==> src/core_pkg.sv <==
package core_pkg;

	localparam int DATA_W  = 32;
	localparam int REG_AW  = 5;
	localparam int SHAMT_W = 5;
	localparam int IMM_W   = 16;

	////////////////////////////////////////////////////////////
	// instruction encodings

	localparam logic [5:0] OPCODE_SPECIAL = 6'b000000;
	localparam logic [5:0] OPCODE_ADDIU   = 6'b001001;
	localparam logic [5:0] OPCODE_SLTI    = 6'b001010;
	localparam logic [5:0] OPCODE_SLTIU   = 6'b001011;
	localparam logic [5:0] OPCODE_ANDI    = 6'b001100;
	localparam logic [5:0] OPCODE_ORI     = 6'b001101;
	localparam logic [5:0] OPCODE_XORI    = 6'b001110;
	localparam logic [5:0] OPCODE_LUI     = 6'b001111;

	localparam logic [5:0] FUNCT_SLL  = 6'b000000;
	localparam logic [5:0] FUNCT_SRL  = 6'b000010;
	localparam logic [5:0] FUNCT_SRA  = 6'b000011;
	localparam logic [5:0] FUNCT_SLLV = 6'b000100;
	localparam logic [5:0] FUNCT_SRLV = 6'b000110;
	localparam logic [5:0] FUNCT_SRAV = 6'b000111;
	localparam logic [5:0] FUNCT_ADDU = 6'b100001;
	localparam logic [5:0] FUNCT_SUBU = 6'b100011;
	localparam logic [5:0] FUNCT_AND  = 6'b100100;
	localparam logic [5:0] FUNCT_OR   = 6'b100101;
	localparam logic [5:0] FUNCT_XOR  = 6'b100110;
	localparam logic [5:0] FUNCT_NOR  = 6'b100111;
	localparam logic [5:0] FUNCT_SLT  = 6'b101010;
	localparam logic [5:0] FUNCT_SLTU = 6'b101011;

	////////////////////////////////////////////////////////////
	// control types and stage payloads

	typedef enum logic [3:0] {
		ALU_ADD, ALU_SUB, ALU_SLT, ALU_SLTU, ALU_AND, ALU_OR,
		ALU_XOR, ALU_NOR, ALU_SLL, ALU_SRL, ALU_SRA, ALU_LUI
	} alu_op_t;

	typedef enum logic {SRC_A_REG, SRC_A_SHAMT} src_a_t;
	typedef enum logic {SRC_B_REG, SRC_B_IMM} src_b_t;

	typedef struct packed {
		logic [DATA_W-1:0]  pc;
		logic [REG_AW-1:0]  rs_num;
		logic [REG_AW-1:0]  rt_num;
		logic [DATA_W-1:0]  rs_val;
		logic [DATA_W-1:0]  rt_val;
		logic [DATA_W-1:0]  imm;
		logic [SHAMT_W-1:0] shamt;
		alu_op_t            alu_op;
		src_a_t             src_a;
		src_b_t             src_b;
		logic [REG_AW-1:0]  dest;
		logic               writes;
	} decoded_t;

	typedef struct packed {
		logic [DATA_W-1:0] pc;
		logic [REG_AW-1:0] dest;
		logic              writes;
		logic [DATA_W-1:0] value;
	} retire_t;

endpackage

==> src/bypass_if.sv <==
`timescale 1ns/100ps

interface bypass_if import core_pkg::*; ();

	// write sitting in the E/W register
	logic              ex_valid;
	logic [REG_AW-1:0] ex_dest;
	logic [DATA_W-1:0] ex_value;

	// write committed on the previous edge
	logic              wb_valid;
	logic [REG_AW-1:0] wb_dest;
	logic [DATA_W-1:0] wb_value;

	modport ew_side (
		output ex_valid, ex_dest, ex_value
	);

	modport wb_side (
		output wb_valid, wb_dest, wb_value
	);

	modport use_side (
		input ex_valid, ex_dest, ex_value,
		input wb_valid, wb_dest, wb_value
	);

endinterface

==> src/pipe_stage.sv <==
`timescale 1ns/100ps

module pipe_stage #(
	parameter type payload_t = logic
) (
	input  logic     clk,
	input  logic     rst,
	input  logic     in_valid,
	output logic     in_allowin,
	input  payload_t in_data,
	output logic     out_valid,
	input  logic     out_allowin,
	output payload_t out_data
);

	// take a new entry when empty or when the entry moves on
	assign in_allowin = !rst && (!out_valid || out_allowin);

	always_ff @(posedge clk)
	begin
		if (rst)
			out_valid <= 1'b0;
		else if (in_allowin)
			out_valid <= in_valid;
	end

	always_ff @(posedge clk)
	begin
		if (in_valid && in_allowin)
			out_data <= in_data;
	end

	a_empty_after_rst: assert property (@(posedge clk) rst |=> !out_valid)
		else $error("stage holds an entry right after reset");

endmodule

==> src/reg_file.sv <==
`timescale 1ns/100ps

module reg_file import core_pkg::*; (
	input  logic              clk,
	input  logic              rst,
	input  logic [REG_AW-1:0] raddr1,
	input  logic [REG_AW-1:0] raddr2,
	input  logic [REG_AW-1:0] waddr,
	input  logic              wen,
	input  logic [DATA_W-1:0] wdata,
	output logic [DATA_W-1:0] rdata1,
	output logic [DATA_W-1:0] rdata2
);

	logic [DATA_W-1:0] regs [2**REG_AW];

	always_ff @(posedge clk)
	begin
		if (rst)
		begin
			for (int i = 0; i < 2**REG_AW; i++)
				regs[i] <= '0;
		end
		else if (wen && waddr != '0)
			regs[waddr] <= wdata;
	end

	// r0 is hardwired
	assign rdata1 = (raddr1 == '0) ? '0 : regs[raddr1];
	assign rdata2 = (raddr2 == '0) ? '0 : regs[raddr2];

endmodule

==> src/decode.sv <==
`timescale 1ns/100ps

module decode import core_pkg::*; (
	input  logic [DATA_W-1:0] in_pc,
	input  logic [DATA_W-1:0] in_instr,
	output logic [REG_AW-1:0] rs_num,
	output logic [REG_AW-1:0] rt_num,
	input  logic [DATA_W-1:0] rs_val,
	input  logic [DATA_W-1:0] rt_val,
	output decoded_t          dec
);

	logic [5:0]         op;
	logic [5:0]         funct;
	logic [REG_AW-1:0]  rs;
	logic [REG_AW-1:0]  rt;
	logic [REG_AW-1:0]  rd;
	logic [SHAMT_W-1:0] sa;
	logic [IMM_W-1:0]   imm16;
	logic               zero_ext;

	assign op    = in_instr[31:26];
	assign rs    = in_instr[25:21];
	assign rt    = in_instr[20:16];
	assign rd    = in_instr[15:11];
	assign sa    = in_instr[10:6];
	assign funct = in_instr[5:0];
	assign imm16 = in_instr[IMM_W-1:0];

	assign rs_num = rs;
	assign rt_num = rt;

	// logical immediates are unsigned
	assign zero_ext = op inside {OPCODE_ANDI, OPCODE_ORI, OPCODE_XORI};

	always_comb
	begin
		dec.pc     = in_pc;
		dec.rs_num = rs;
		dec.rt_num = rt;
		dec.rs_val = rs_val;
		dec.rt_val = rt_val;
		dec.imm    = zero_ext ? {{(DATA_W-IMM_W){1'b0}}, imm16}
			: {{(DATA_W-IMM_W){imm16[IMM_W-1]}}, imm16};
		dec.shamt  = sa;
		dec.alu_op = ALU_ADD;
		dec.src_a  = SRC_A_REG;
		dec.src_b  = SRC_B_REG;
		dec.dest   = rd;
		dec.writes = 1'b1;
		if (op == OPCODE_SPECIAL)
		begin
			case (funct)
				FUNCT_ADDU: dec.alu_op = ALU_ADD;
				FUNCT_SUBU: dec.alu_op = ALU_SUB;
				FUNCT_SLT:  dec.alu_op = ALU_SLT;
				FUNCT_SLTU: dec.alu_op = ALU_SLTU;
				FUNCT_AND:  dec.alu_op = ALU_AND;
				FUNCT_OR:   dec.alu_op = ALU_OR;
				FUNCT_XOR:  dec.alu_op = ALU_XOR;
				FUNCT_NOR:  dec.alu_op = ALU_NOR;
				FUNCT_SLL, FUNCT_SRL, FUNCT_SRA:
				begin
					// shift by sa with the rs field zero
					dec.alu_op = (funct == FUNCT_SLL) ? ALU_SLL
						: (funct == FUNCT_SRL) ? ALU_SRL : ALU_SRA;
					dec.src_a  = SRC_A_SHAMT;
					dec.writes = (rs == '0);
				end
				FUNCT_SLLV, FUNCT_SRLV, FUNCT_SRAV:
				begin
					dec.alu_op = (funct == FUNCT_SLLV) ? ALU_SLL
						: (funct == FUNCT_SRLV) ? ALU_SRL : ALU_SRA;
					dec.writes = (sa == '0);
				end
				default: dec.writes = 1'b0;
			endcase
		end
		else
		begin
			dec.dest  = rt;
			dec.src_b = SRC_B_IMM;
			case (op)
				OPCODE_ADDIU: dec.alu_op = ALU_ADD;
				OPCODE_SLTI:  dec.alu_op = ALU_SLT;
				OPCODE_SLTIU: dec.alu_op = ALU_SLTU;
				OPCODE_ANDI:  dec.alu_op = ALU_AND;
				OPCODE_ORI:   dec.alu_op = ALU_OR;
				OPCODE_XORI:  dec.alu_op = ALU_XOR;
				OPCODE_LUI:   dec.alu_op = ALU_LUI;
				default:      dec.writes = 1'b0;
			endcase
		end
	end

endmodule

==> src/execute.sv <==
`timescale 1ns/100ps

module execute import core_pkg::*; (
	input  decoded_t         dec,
	bypass_if.use_side       byp,
	output retire_t          ret
);

	logic [DATA_W-1:0] rs_fwd;
	logic [DATA_W-1:0] rt_fwd;
	logic [DATA_W-1:0] op_a;
	logic [DATA_W-1:0] op_b;
	logic [DATA_W-1:0] alu_y;
	logic [SHAMT_W-1:0] sh;

	function automatic logic hit(
		input logic              valid,
		input logic [REG_AW-1:0] dest,
		input logic [REG_AW-1:0] num
	);
		return valid && (dest != '0) && (dest == num);
	endfunction

	////////////////////////////////////////////////////////////
	// operand bypass with the newest write first

	assign rs_fwd = hit(byp.ex_valid, byp.ex_dest, dec.rs_num) ? byp.ex_value
		: hit(byp.wb_valid, byp.wb_dest, dec.rs_num) ? byp.wb_value
		: dec.rs_val;

	assign rt_fwd = hit(byp.ex_valid, byp.ex_dest, dec.rt_num) ? byp.ex_value
		: hit(byp.wb_valid, byp.wb_dest, dec.rt_num) ? byp.wb_value
		: dec.rt_val;

	assign op_a = (dec.src_a == SRC_A_SHAMT) ? {{(DATA_W-SHAMT_W){1'b0}}, dec.shamt}
		: rs_fwd;
	assign op_b = (dec.src_b == SRC_B_IMM) ? dec.imm : rt_fwd;

	// only the low bits of a variable amount count
	assign sh = op_a[SHAMT_W-1:0];

	////////////////////////////////////////////////////////////
	// alu

	always_comb
	begin
		case (dec.alu_op)
			ALU_ADD:  alu_y = op_a + op_b;
			ALU_SUB:  alu_y = op_a - op_b;
			ALU_SLT:  alu_y = {{(DATA_W-1){1'b0}}, $signed(op_a) < $signed(op_b)};
			ALU_SLTU: alu_y = {{(DATA_W-1){1'b0}}, op_a < op_b};
			ALU_AND:  alu_y = op_a & op_b;
			ALU_OR:   alu_y = op_a | op_b;
			ALU_XOR:  alu_y = op_a ^ op_b;
			ALU_NOR:  alu_y = ~(op_a | op_b);
			ALU_SLL:  alu_y = op_b << sh;
			ALU_SRL:  alu_y = op_b >> sh;
			ALU_SRA:  alu_y = $signed(op_b) >>> sh;
			ALU_LUI:  alu_y = {op_b[IMM_W-1:0], {(DATA_W-IMM_W){1'b0}}};
			default:  alu_y = '0;
		endcase
	end

	assign ret.pc     = dec.pc;
	assign ret.dest   = dec.dest;
	assign ret.writes = dec.writes;
	assign ret.value  = alu_y;

	// decode and the D/E register must hand over a legal operation
	always_comb
	begin
		if (dec.writes)
			a_alu_op_known: assert final (dec.alu_op inside {[ALU_ADD:ALU_LUI]})
				else $error("writing instruction with unknown alu op %0d", dec.alu_op);
	end

endmodule

==> src/result.sv <==
`timescale 1ns/100ps

module result import core_pkg::*; (
	input  logic              clk,
	input  logic              rst,
	input  logic              ret_valid,
	input  retire_t           ret,
	input  logic [REG_AW-1:0] rs_num,
	input  logic [REG_AW-1:0] rt_num,
	output logic [DATA_W-1:0] rs_val,
	output logic [DATA_W-1:0] rt_val,
	bypass_if.ew_side         byp_ew,
	bypass_if.wb_side         byp_wb,
	output logic              wb_valid,
	output logic              wb_wen,
	output logic [DATA_W-1:0] wb_pc,
	output logic [DATA_W-1:0] wb_wdata,
	output logic [REG_AW-1:0] wb_wnum
);

	logic              commit;
	logic [DATA_W-1:0] rf_rdata1;
	logic [DATA_W-1:0] rf_rdata2;

	// register 0 is never written
	assign commit = ret_valid && ret.writes && (ret.dest != '0);

	reg_file reg_file_i (
		.clk    (clk),
		.rst    (rst),
		.raddr1 (rs_num),
		.raddr2 (rt_num),
		.waddr  (ret.dest),
		.wen    (commit),
		.wdata  (ret.value),
		.rdata1 (rf_rdata1),
		.rdata2 (rf_rdata2)
	);

	// write-through for a read in the same cycle as the write
	assign rs_val = (commit && ret.dest == rs_num) ? ret.value : rf_rdata1;
	assign rt_val = (commit && ret.dest == rt_num) ? ret.value : rf_rdata2;

	assign byp_ew.ex_valid = ret_valid && ret.writes;
	assign byp_ew.ex_dest  = ret.dest;
	assign byp_ew.ex_value = ret.value;

	always_ff @(posedge clk)
	begin
		if (rst)
		begin
			wb_valid <= 1'b0;
			wb_wen   <= 1'b0;
		end
		else
		begin
			wb_valid <= ret_valid;
			wb_wen   <= commit;
		end
	end

	always_ff @(posedge clk)
	begin
		if (ret_valid)
		begin
			wb_pc    <= ret.pc;
			wb_wnum  <= ret.dest;
			wb_wdata <= ret.value;
		end
	end

	// last committed write doubles as the wb bypass entry
	assign byp_wb.wb_valid = wb_wen;
	assign byp_wb.wb_dest  = wb_wnum;
	assign byp_wb.wb_value = wb_wdata;

	a_no_r0_write: assert property (@(posedge clk) disable iff (rst) wb_wen |-> wb_wnum != '0)
		else $error("trace reports a write to register 0");

endmodule

==> src/mips_core.sv <==
`timescale 1ns/100ps

module mips_core import core_pkg::*; (
	input  logic              clk,
	input  logic              rst,
	input  logic              in_valid,
	output logic              in_ready,
	input  logic [DATA_W-1:0] in_pc,
	input  logic [DATA_W-1:0] in_instr,
	output logic              wb_valid,
	output logic [DATA_W-1:0] wb_pc,
	output logic              wb_wen,
	output logic [REG_AW-1:0] wb_wnum,
	output logic [DATA_W-1:0] wb_wdata
);

	logic [REG_AW-1:0] rs_num;
	logic [REG_AW-1:0] rt_num;
	logic [DATA_W-1:0] rs_val;
	logic [DATA_W-1:0] rt_val;
	decoded_t          dec_d;
	decoded_t          dec_e;
	logic              de_valid;
	logic              ew_allowin;
	retire_t           ret_e;
	retire_t           ret_w;
	logic              ew_valid;

	bypass_if byp ();

	////////////////////////////////////////////////////////////
	// decode, D/E, execute, E/W, writeback

	decode decode_i (
		.in_pc    (in_pc),
		.in_instr (in_instr),
		.rs_num   (rs_num),
		.rt_num   (rt_num),
		.rs_val   (rs_val),
		.rt_val   (rt_val),
		.dec      (dec_d)
	);

	pipe_stage #(.payload_t(decoded_t)) de_stage (
		.clk         (clk),
		.rst         (rst),
		.in_valid    (in_valid),
		.in_allowin  (in_ready),
		.in_data     (dec_d),
		.out_valid   (de_valid),
		.out_allowin (ew_allowin),
		.out_data    (dec_e)
	);

	execute execute_i (
		.dec (dec_e),
		.byp (byp.use_side),
		.ret (ret_e)
	);

	// nothing downstream of E/W can stall
	pipe_stage #(.payload_t(retire_t)) ew_stage (
		.clk         (clk),
		.rst         (rst),
		.in_valid    (de_valid),
		.in_allowin  (ew_allowin),
		.in_data     (ret_e),
		.out_valid   (ew_valid),
		.out_allowin (1'b1),
		.out_data    (ret_w)
	);

	result result_i (
		.clk       (clk),
		.rst       (rst),
		.ret_valid (ew_valid),
		.ret       (ret_w),
		.rs_num    (rs_num),
		.rt_num    (rt_num),
		.rs_val    (rs_val),
		.rt_val    (rt_val),
		.byp_ew    (byp.ew_side),
		.byp_wb    (byp.wb_side),
		.wb_valid  (wb_valid),
		.wb_wen    (wb_wen),
		.wb_pc     (wb_pc),
		.wb_wdata  (wb_wdata),
		.wb_wnum   (wb_wnum)
	);

endmodule

==> config.mk <==
export PLATFORM = sky130hd
export DESIGN_NAME = mips_core
export DESIGN_NICKNAME = d
export VERILOG_FILES = /design/src/core_pkg.sv /design/src/bypass_if.sv /design/src/pipe_stage.sv /design/src/reg_file.sv /design/src/decode.sv /design/src/execute.sv /design/src/result.sv /design/src/mips_core.sv
export SDC_FILE = /design/constraint.sdc
export NUM_CORES = 2
export LEC_CHECK = 0
export ABC_CLOCK_PERIOD_IN_PS = 10030
export BUFFER_PORTS_ARGS = -buffer_cell sky130_fd_sc_hd__buf_2
export CAP_MARGIN = 30
export CORE_AREA = 2 2 434 436
export CTS_CLUSTER_SIZE = 16
export DETAILED_ROUTE_END_ITERATION = 6
export DIE_AREA = 0 0 436 438
export SYNTH_ARGS = -nofsm -noshare
export SYNTH_HDL_FRONTEND = slang
export SYNTH_HIERARCHICAL = 1
export SYNTH_SLANG_ARGS = --single-unit
==> constraint.sdc <==
create_clock -name clk -period 10.03 [get_ports clk]
set_clock_uncertainty 0.05 [all_clocks]
set_input_delay 1.5045 -clock clk [delete_from_list [all_inputs] [get_ports clk]]
set_output_delay 1.5045 -clock clk [all_outputs]
set_load 0.03 [all_outputs]
== Word-level counts from Yosys, hierarchy flattened ==
Memories as Yosys holds them, arrays and structs flattened.
Index checks and enable logic that the tools add are counted.

* Equality and inequality tests: 37
* $add $sub $neg: 2
* $lt $le $gt $ge: 2
* Div/mod/pow operators: 0
* Multipliers: 0
* Reduce and logical (&&, ||, !) cells: 30
* Shifts and indexed selects: 3
* Muxes and demuxes: 31
* Bitwise logic cells: 4

{| class="wikitable"
|+ Operators by type and width
! kind !! count
|-
| $pmux 32 s12 || 1
|-
| $mux 32 || 11
|-
| $lt 32x32->1 || 2
|-
| $eq 6x6->1 const B || 8
|-
| $eq 6x4->1 const B || 7
|-
| $pmux 4 s9 || 1
|-
| $add 32x32->32 || 1
|-
| $and 32x32->32 || 1
|-
| $not 32->32 || 1
|-
| $or 32x32->32 || 1
|-
| $reduce_or 32->1 || 1
|-
| $shl 32x5->32 || 1
|-
| $shr 32x5->32 || 1
|-
| $sshr 32x5->32 || 1
|-
| $sub 32x32->32 || 1
|-
| $xor 32x32->32 || 1
|-
| $eq 5x5->1 || 6
|-
| $pmux 4 s6 || 1
|-
| $eq 6x3->1 const B || 3
|-
| $eq 4x3->1 const B || 4
|-
| $eq 4x4->1 const B || 4
|-
| $logic_not 5->1 || 3
|-
| $logic_and 1x1->1 || 13
|-
| $eq 6x2->1 const B || 2
|-
| 17 further kinds || 33
|}

* Register bits: 283
* Latch bits: 0
* ROM bits: 0
* Logic and storage cells: 134
* Bits in writable memories: 1024
* Memories: 1
* Bits of input ports: 67

{| class="wikitable"
|+ Memories
! name !! depth !! bits a word !! read ports !! clocked after memory_dff !! wr ports !! RTL line !! text
|-
| result_i.reg_file_i.regs || 32 || 32 || 2 || 0 || 32 || reg_file.sv:15 || <nowiki>logic [DATA_W-1:0] regs [2**REG_AW];</nowiki>
|}

== Logic depth before layout (Yosys ltp) ==
* Depth in word-level cells: 9
* Mapped depth: 25

== Cells and area by module ==
The synthesis kept the hierarchy.

{| class="wikitable"
|+ By module, submodules not included
! module !! instances !! area each (sq um) !! cells an instance
|-
| reg_file || 1 || 54253.3 || 3502
|-
| execute || 1 || 11303.3 || 1769
|-
| pipe_stage (de_stage) || 1 || 4714.5 || 160
|-
| result || 1 || 3876.2 || 236
|-
| pipe_stage (ew_stage) || 1 || 2162.1 || 75
|-
| decode || 1 || 1501.4 || 203
|-
| mips_core || 1 || 3.8 || 1
|}

== Worst setup path before layout ==
No wires, ideal clock.

* Path type: input to register
* Start: input port rst
* End: register de_stage/out_data[0] (netlist bit), enable pin
* Path slack: 1683 ps
* Arrival: 7655 ps
* Cell stages on the path: 3
* Buffers on the path: 0
* Setup time: 642 ps
* Cell sequence: nor2_1 -> nor2b_4 -> nor3b_2

* Cells in the longest elaborated chain, start to end: 4

{| class="wikitable"
|+ RTL lines
! element !! RTL line !! text
|-
| from (decl) || mips_core.sv:5 || <nowiki>input logic rst,</nowiki>
|-
| $logic_not 1->1 * || pipe_stage.sv:17 || <nowiki>assign in_allowin = !rst && (!out_valid || out_allowin);</nowiki>
|-
| $logic_or 1x1->1 || pipe_stage.sv:17 ||
|-
| $logic_and 1x1->1 * || pipe_stage.sv:17 ||
|-
| $logic_and 1x1->1 * || pipe_stage.sv:29 || <nowiki>if (in_valid && in_allowin)</nowiki>
|-
| to (signal assigned) || pipe_stage.sv:30 || <nowiki>out_data <= in_data;</nowiki>
|-
| to (decl) || pipe_stage.sv:13 || <nowiki>output payload_t out_data</nowiki>
|}

Mark *: on every way between the ends. The rest lies on a longest branch, timed or not.
A chain may end at the register's enable or synchronous reset.

==> results.cfg <==
[status]
status = finished clean

[synthesis]
ys_seq_area_frac = 0.5096
avgSynthCellArea_sq_um = 13.09
ys.warnings.count = 6
synth_area_leaders = edfxtp_1 51%, mux4_2 14%, and2_1 8.0%, mux2i_1 4.3%, buf_4 3.0%
syn_area_sq_um = 77810
synth_ff_type = edfxtp_1
synth-async-reset-ratio = 0
ys_types = 99
synthesis.instances = 5946
yosys_register_bits = 1322
synth_edf_count = 1318
yosysTopAreaCell = edfxtp_1
synth_top_area_frac = 0.5086

[pwr]
p_leak_nw = 30.65
power_density_nw_per_um2 = 161.8
finalPower_mw = 13.59
peakVddDrop_mv = 0.1507

[floorplanning]
fp.dieArea_sq_um = 191000
dieWidth_um = 436
io_pins = 139
rows = 159
die_h_um = 438
core_area_sq_um = 186600
start_util = 0.4170

[global_route]
antenna_found_initial = 21
grt_pass1_vias = 50860
grt_overflow = 0
grt_usage = 0.2802
grt_max_degree = 152
grt_pass1_wl_mm = 384.0

[place]
portBuffers = 138
place.gp.congestion = 1.004
place_inst = 8021
place_hpwl_mm = 175.1

[timing]
finalCriticalPeriod_ps = 6891
tightest_slew_ps = 1174
maxSlewViolCount = 0
max_freq_ghz = 0.1451
rsz0062_at_grt = no
fin_tns_setup_ps = 0
max_slew_margin = 0.2152
report.final.hold_viol_count = 0
setup_viol = 0
finalCritPeriodShare = 0.6870
hold_ws_ps = 362.1

[worst_setup_path]
r2r-start = ew_stage/out_data[35]$_DFFE_PP_
crit_required_ps = 10490
r2r_cells = 21
r2r_end = ew_stage/out_data[0]$_DFFE_PP_
cp_max_fo = 32
critPathCaptureType = flip-flop
critPathLaunchType = flip-flop
cp.arrival_ps = 7350
path_class = flip-flop to flip-flop
r2r_setup_slack_ps = 3140

[clock_network]
clock_latency_ps = 820
cts.sinks = 1322
cts_made_buffers = 147
h-tree-depth = 4
cts_setup_buffers = 0
clockBufferDepth = 3
cts_hold_buf = 0
cts_tree = done
cts_resized = 0
cts_root_buf = clkbuf_16
clk_pin_slew_ps = 60

[finish]
drive_gt1_frac = 0.2230
nets = 5845
area_growth_pct = 7.969
post-route-util = 0.4502
final_cells = 8303

[routing]
drt-initial-drc-count = 6634
route.detailed.drc = 0
wl_mm = 274.1
postRouteAntennaNets = 0
viasPerCell = 6.313
vias = 52410
wire_per_inst_um = 33.01
dr.pass1.iters = 6

[min_path]
hp-class = flip-flop to flip-flop
hp-start = de_stage/out_data[139]$_DFFE_PP_
whs_endpoint = ew_stage/out_data[54]$_DFFE_PP_
hold_depth = 0

[run]
cap_violations = 0
## kinds of logic (layout without fill, tap and decap cells)
kind of cell             Yosys count  after routing  synth area share
flip-flops                      1322           1322            0.5096
AND/OR/NAND/NOR                 1723           1723            0.1246
adder cells (fa/ha/maj)           99             99           0.01611
other                              2             43        0.00009651
AO/OA/AOI/OAI                    875            875           0.07823
multiplexers                     923            923            0.1999
buffers and inverters            942            763           0.06470
XOR/XNOR                          60             60          0.006753
## layout make-up
class / count / area (sq um)
Antenna cell: 10 / 25.02
Clock buffer: 184 / 3881
Clock inverter: 84 / 825.8
Fill cell: 16730 / 102600
Inverter: 145 / 544.3
Multi-Input combinational cell: 3713 / 33460
Sequential cell: 1322 / 39660
Tap cell: 2495 / 3122
Timing Repair Buffer: 350 / 2496
## worst max-delay path, stage by stage (launching register included)
cell and delay (ps):
edfxtp_1 660, or4_1 630, o211ai_1 330, nor2_4 60
buf_4 290, a211oi_1 250, o31a_2 280, inv_1 120
ha_1 250, fa_1 470, o21bai_1 160, a21oi_1 130
o21ai_0 310, a2111oi_0 230, o221ai_1 370, nand2b_1 220
o41ai_1 540, a221oi_1 240, a221o_1 380, or3_1 330
nor3_1 170, o221ai_1 130
## registers in the layout (all words and copies together), names as in the netlist
register,count
de_stage/out_data,155
de_stage/out_valid,1
ew_stage/out_data,70
ew_stage/out_valid,1
result_i/byp_wb.wb_dest,5
result_i/byp_wb.wb_valid,1
result_i/byp_wb.wb_value,32
result_i/reg_file_i/regs,1024
result_i/wb_pc,32
result_i/wb_valid,1
## metal layers
| metal | global-route usage | share of wire |
|---|---|---|
| met1 | 0.3679 | 0.38 |
| met2 | 0.4452 | 0.46 |
| met3 | 0.05865 | 0.10 |
| met4 | 0.1323 | 0.053 |
| met5 | 0 | 0.00019 |
## metrics by stage
| step | setup WS, ps | area [sq um] |
|---|---|---|
| 2_1_floorplan | 1683 | 77930 |
| 3_3_place_gp | 3354 | 79140 |
| 3_5_place_dp | 3361 | 79260 |
| 4_1_cts | 3314 | 83970 |
| 5_1_grt | 2910 | 84000 |
| 6_report | 3139 | 84020 |
## synthesized netlist by cell type (10+ instances only)
cell type  instances
and2_1          1000
o21ai_1           12
a211oi_2          12
mux2_2            46
edfxtp_1        1318
a2111oi_1         42
mux2i_1          336
mux2_4            66
nand2b_1          11
o21bai_1          10
a22o_1            55
o21ai_0          117
or3_1             17
a211oi_1          60
buf_2             70
a2111oi_0         18
inv_1            140
nand2_1          205
a21o_1            11
nor2_1           227
nand3_1           36
a22oi_1           23
ha_1              97
a31oi_1           54
o221ai_1          13
o31ai_1           11
mux4_2           472
buf_4            308
and3_1            11
nor2b_1           23
buf_6             34
or2_2             34
a221oi_1          12
o211ai_1          32
o31a_2            25
clkbuf_1         358
buf_1             27
o22ai_1          131
a21oi_1          170
xnor2_1           51
nor4_1            11
nor3_1            93
## power by group
part           internal (mW)  switching [mW]
logic                  0.666            1.14
clock network           3.05            2.33
registers               6.30           0.116
total                   10.0            3.58
## worst max path at each step
| stage | cells past startpoint | to | slack (ps) | from |
|---|---|---|---|---|
| 6_report | 21 | ew_stage/out_data[0]$_DFFE_PP_ | 3140 | ew_stage/out_data[35]$_DFFE_PP_ |
| 5_1_grt | 19 | ew_stage/out_data[0]$_DFFE_PP_ | 2910 | ew_stage/out_data[35]$_DFFE_PP_ |
| 4_1_cts | 19 | ew_stage/out_data[0]$_DFFE_PP_ | 3310 | ew_stage/out_data[35]$_DFFE_PP_ |
| 3_5_place_dp | 19 | ew_stage/out_data[0]$_DFFE_PP_ | 3360 | ew_stage/out_data[35]$_DFFE_PP_ |
| 3_3_place_gp | 21 | ew_stage/out_data[30]$_DFFE_PP_ | 3350 | result_i/byp_wb.wb_dest[1]$_DFFE_PP_ |
| 2_1_floorplan | 3 | de_stage/out_data[0]$_DFFE_PP_ | 1680 | rst |
## cell usage in the layout, fill, tap and decap left out, types with 33 or more instances in the layout
cell type and instances:
and2_1 999, xnor2_1 51, edfxtp_1 1318, a22o_1 55, a2111oi_1 40, mux2_4 66
conb_1 33, nor2_1 193, mux2_2 46, inv_1 139, mux2i_1 336, clkbuf_16 150
nand2_1 205, a21oi_1 169, buf_4 196, nand3_1 35, a31oi_1 54, or2_2 34
clkbuf_1 34, mux4_2 472, o22ai_1 131, o21ai_0 117, nor3_1 91, ha_1 97
a211oi_1 60, buf_2 131
(Power assumes the default switching activity.)
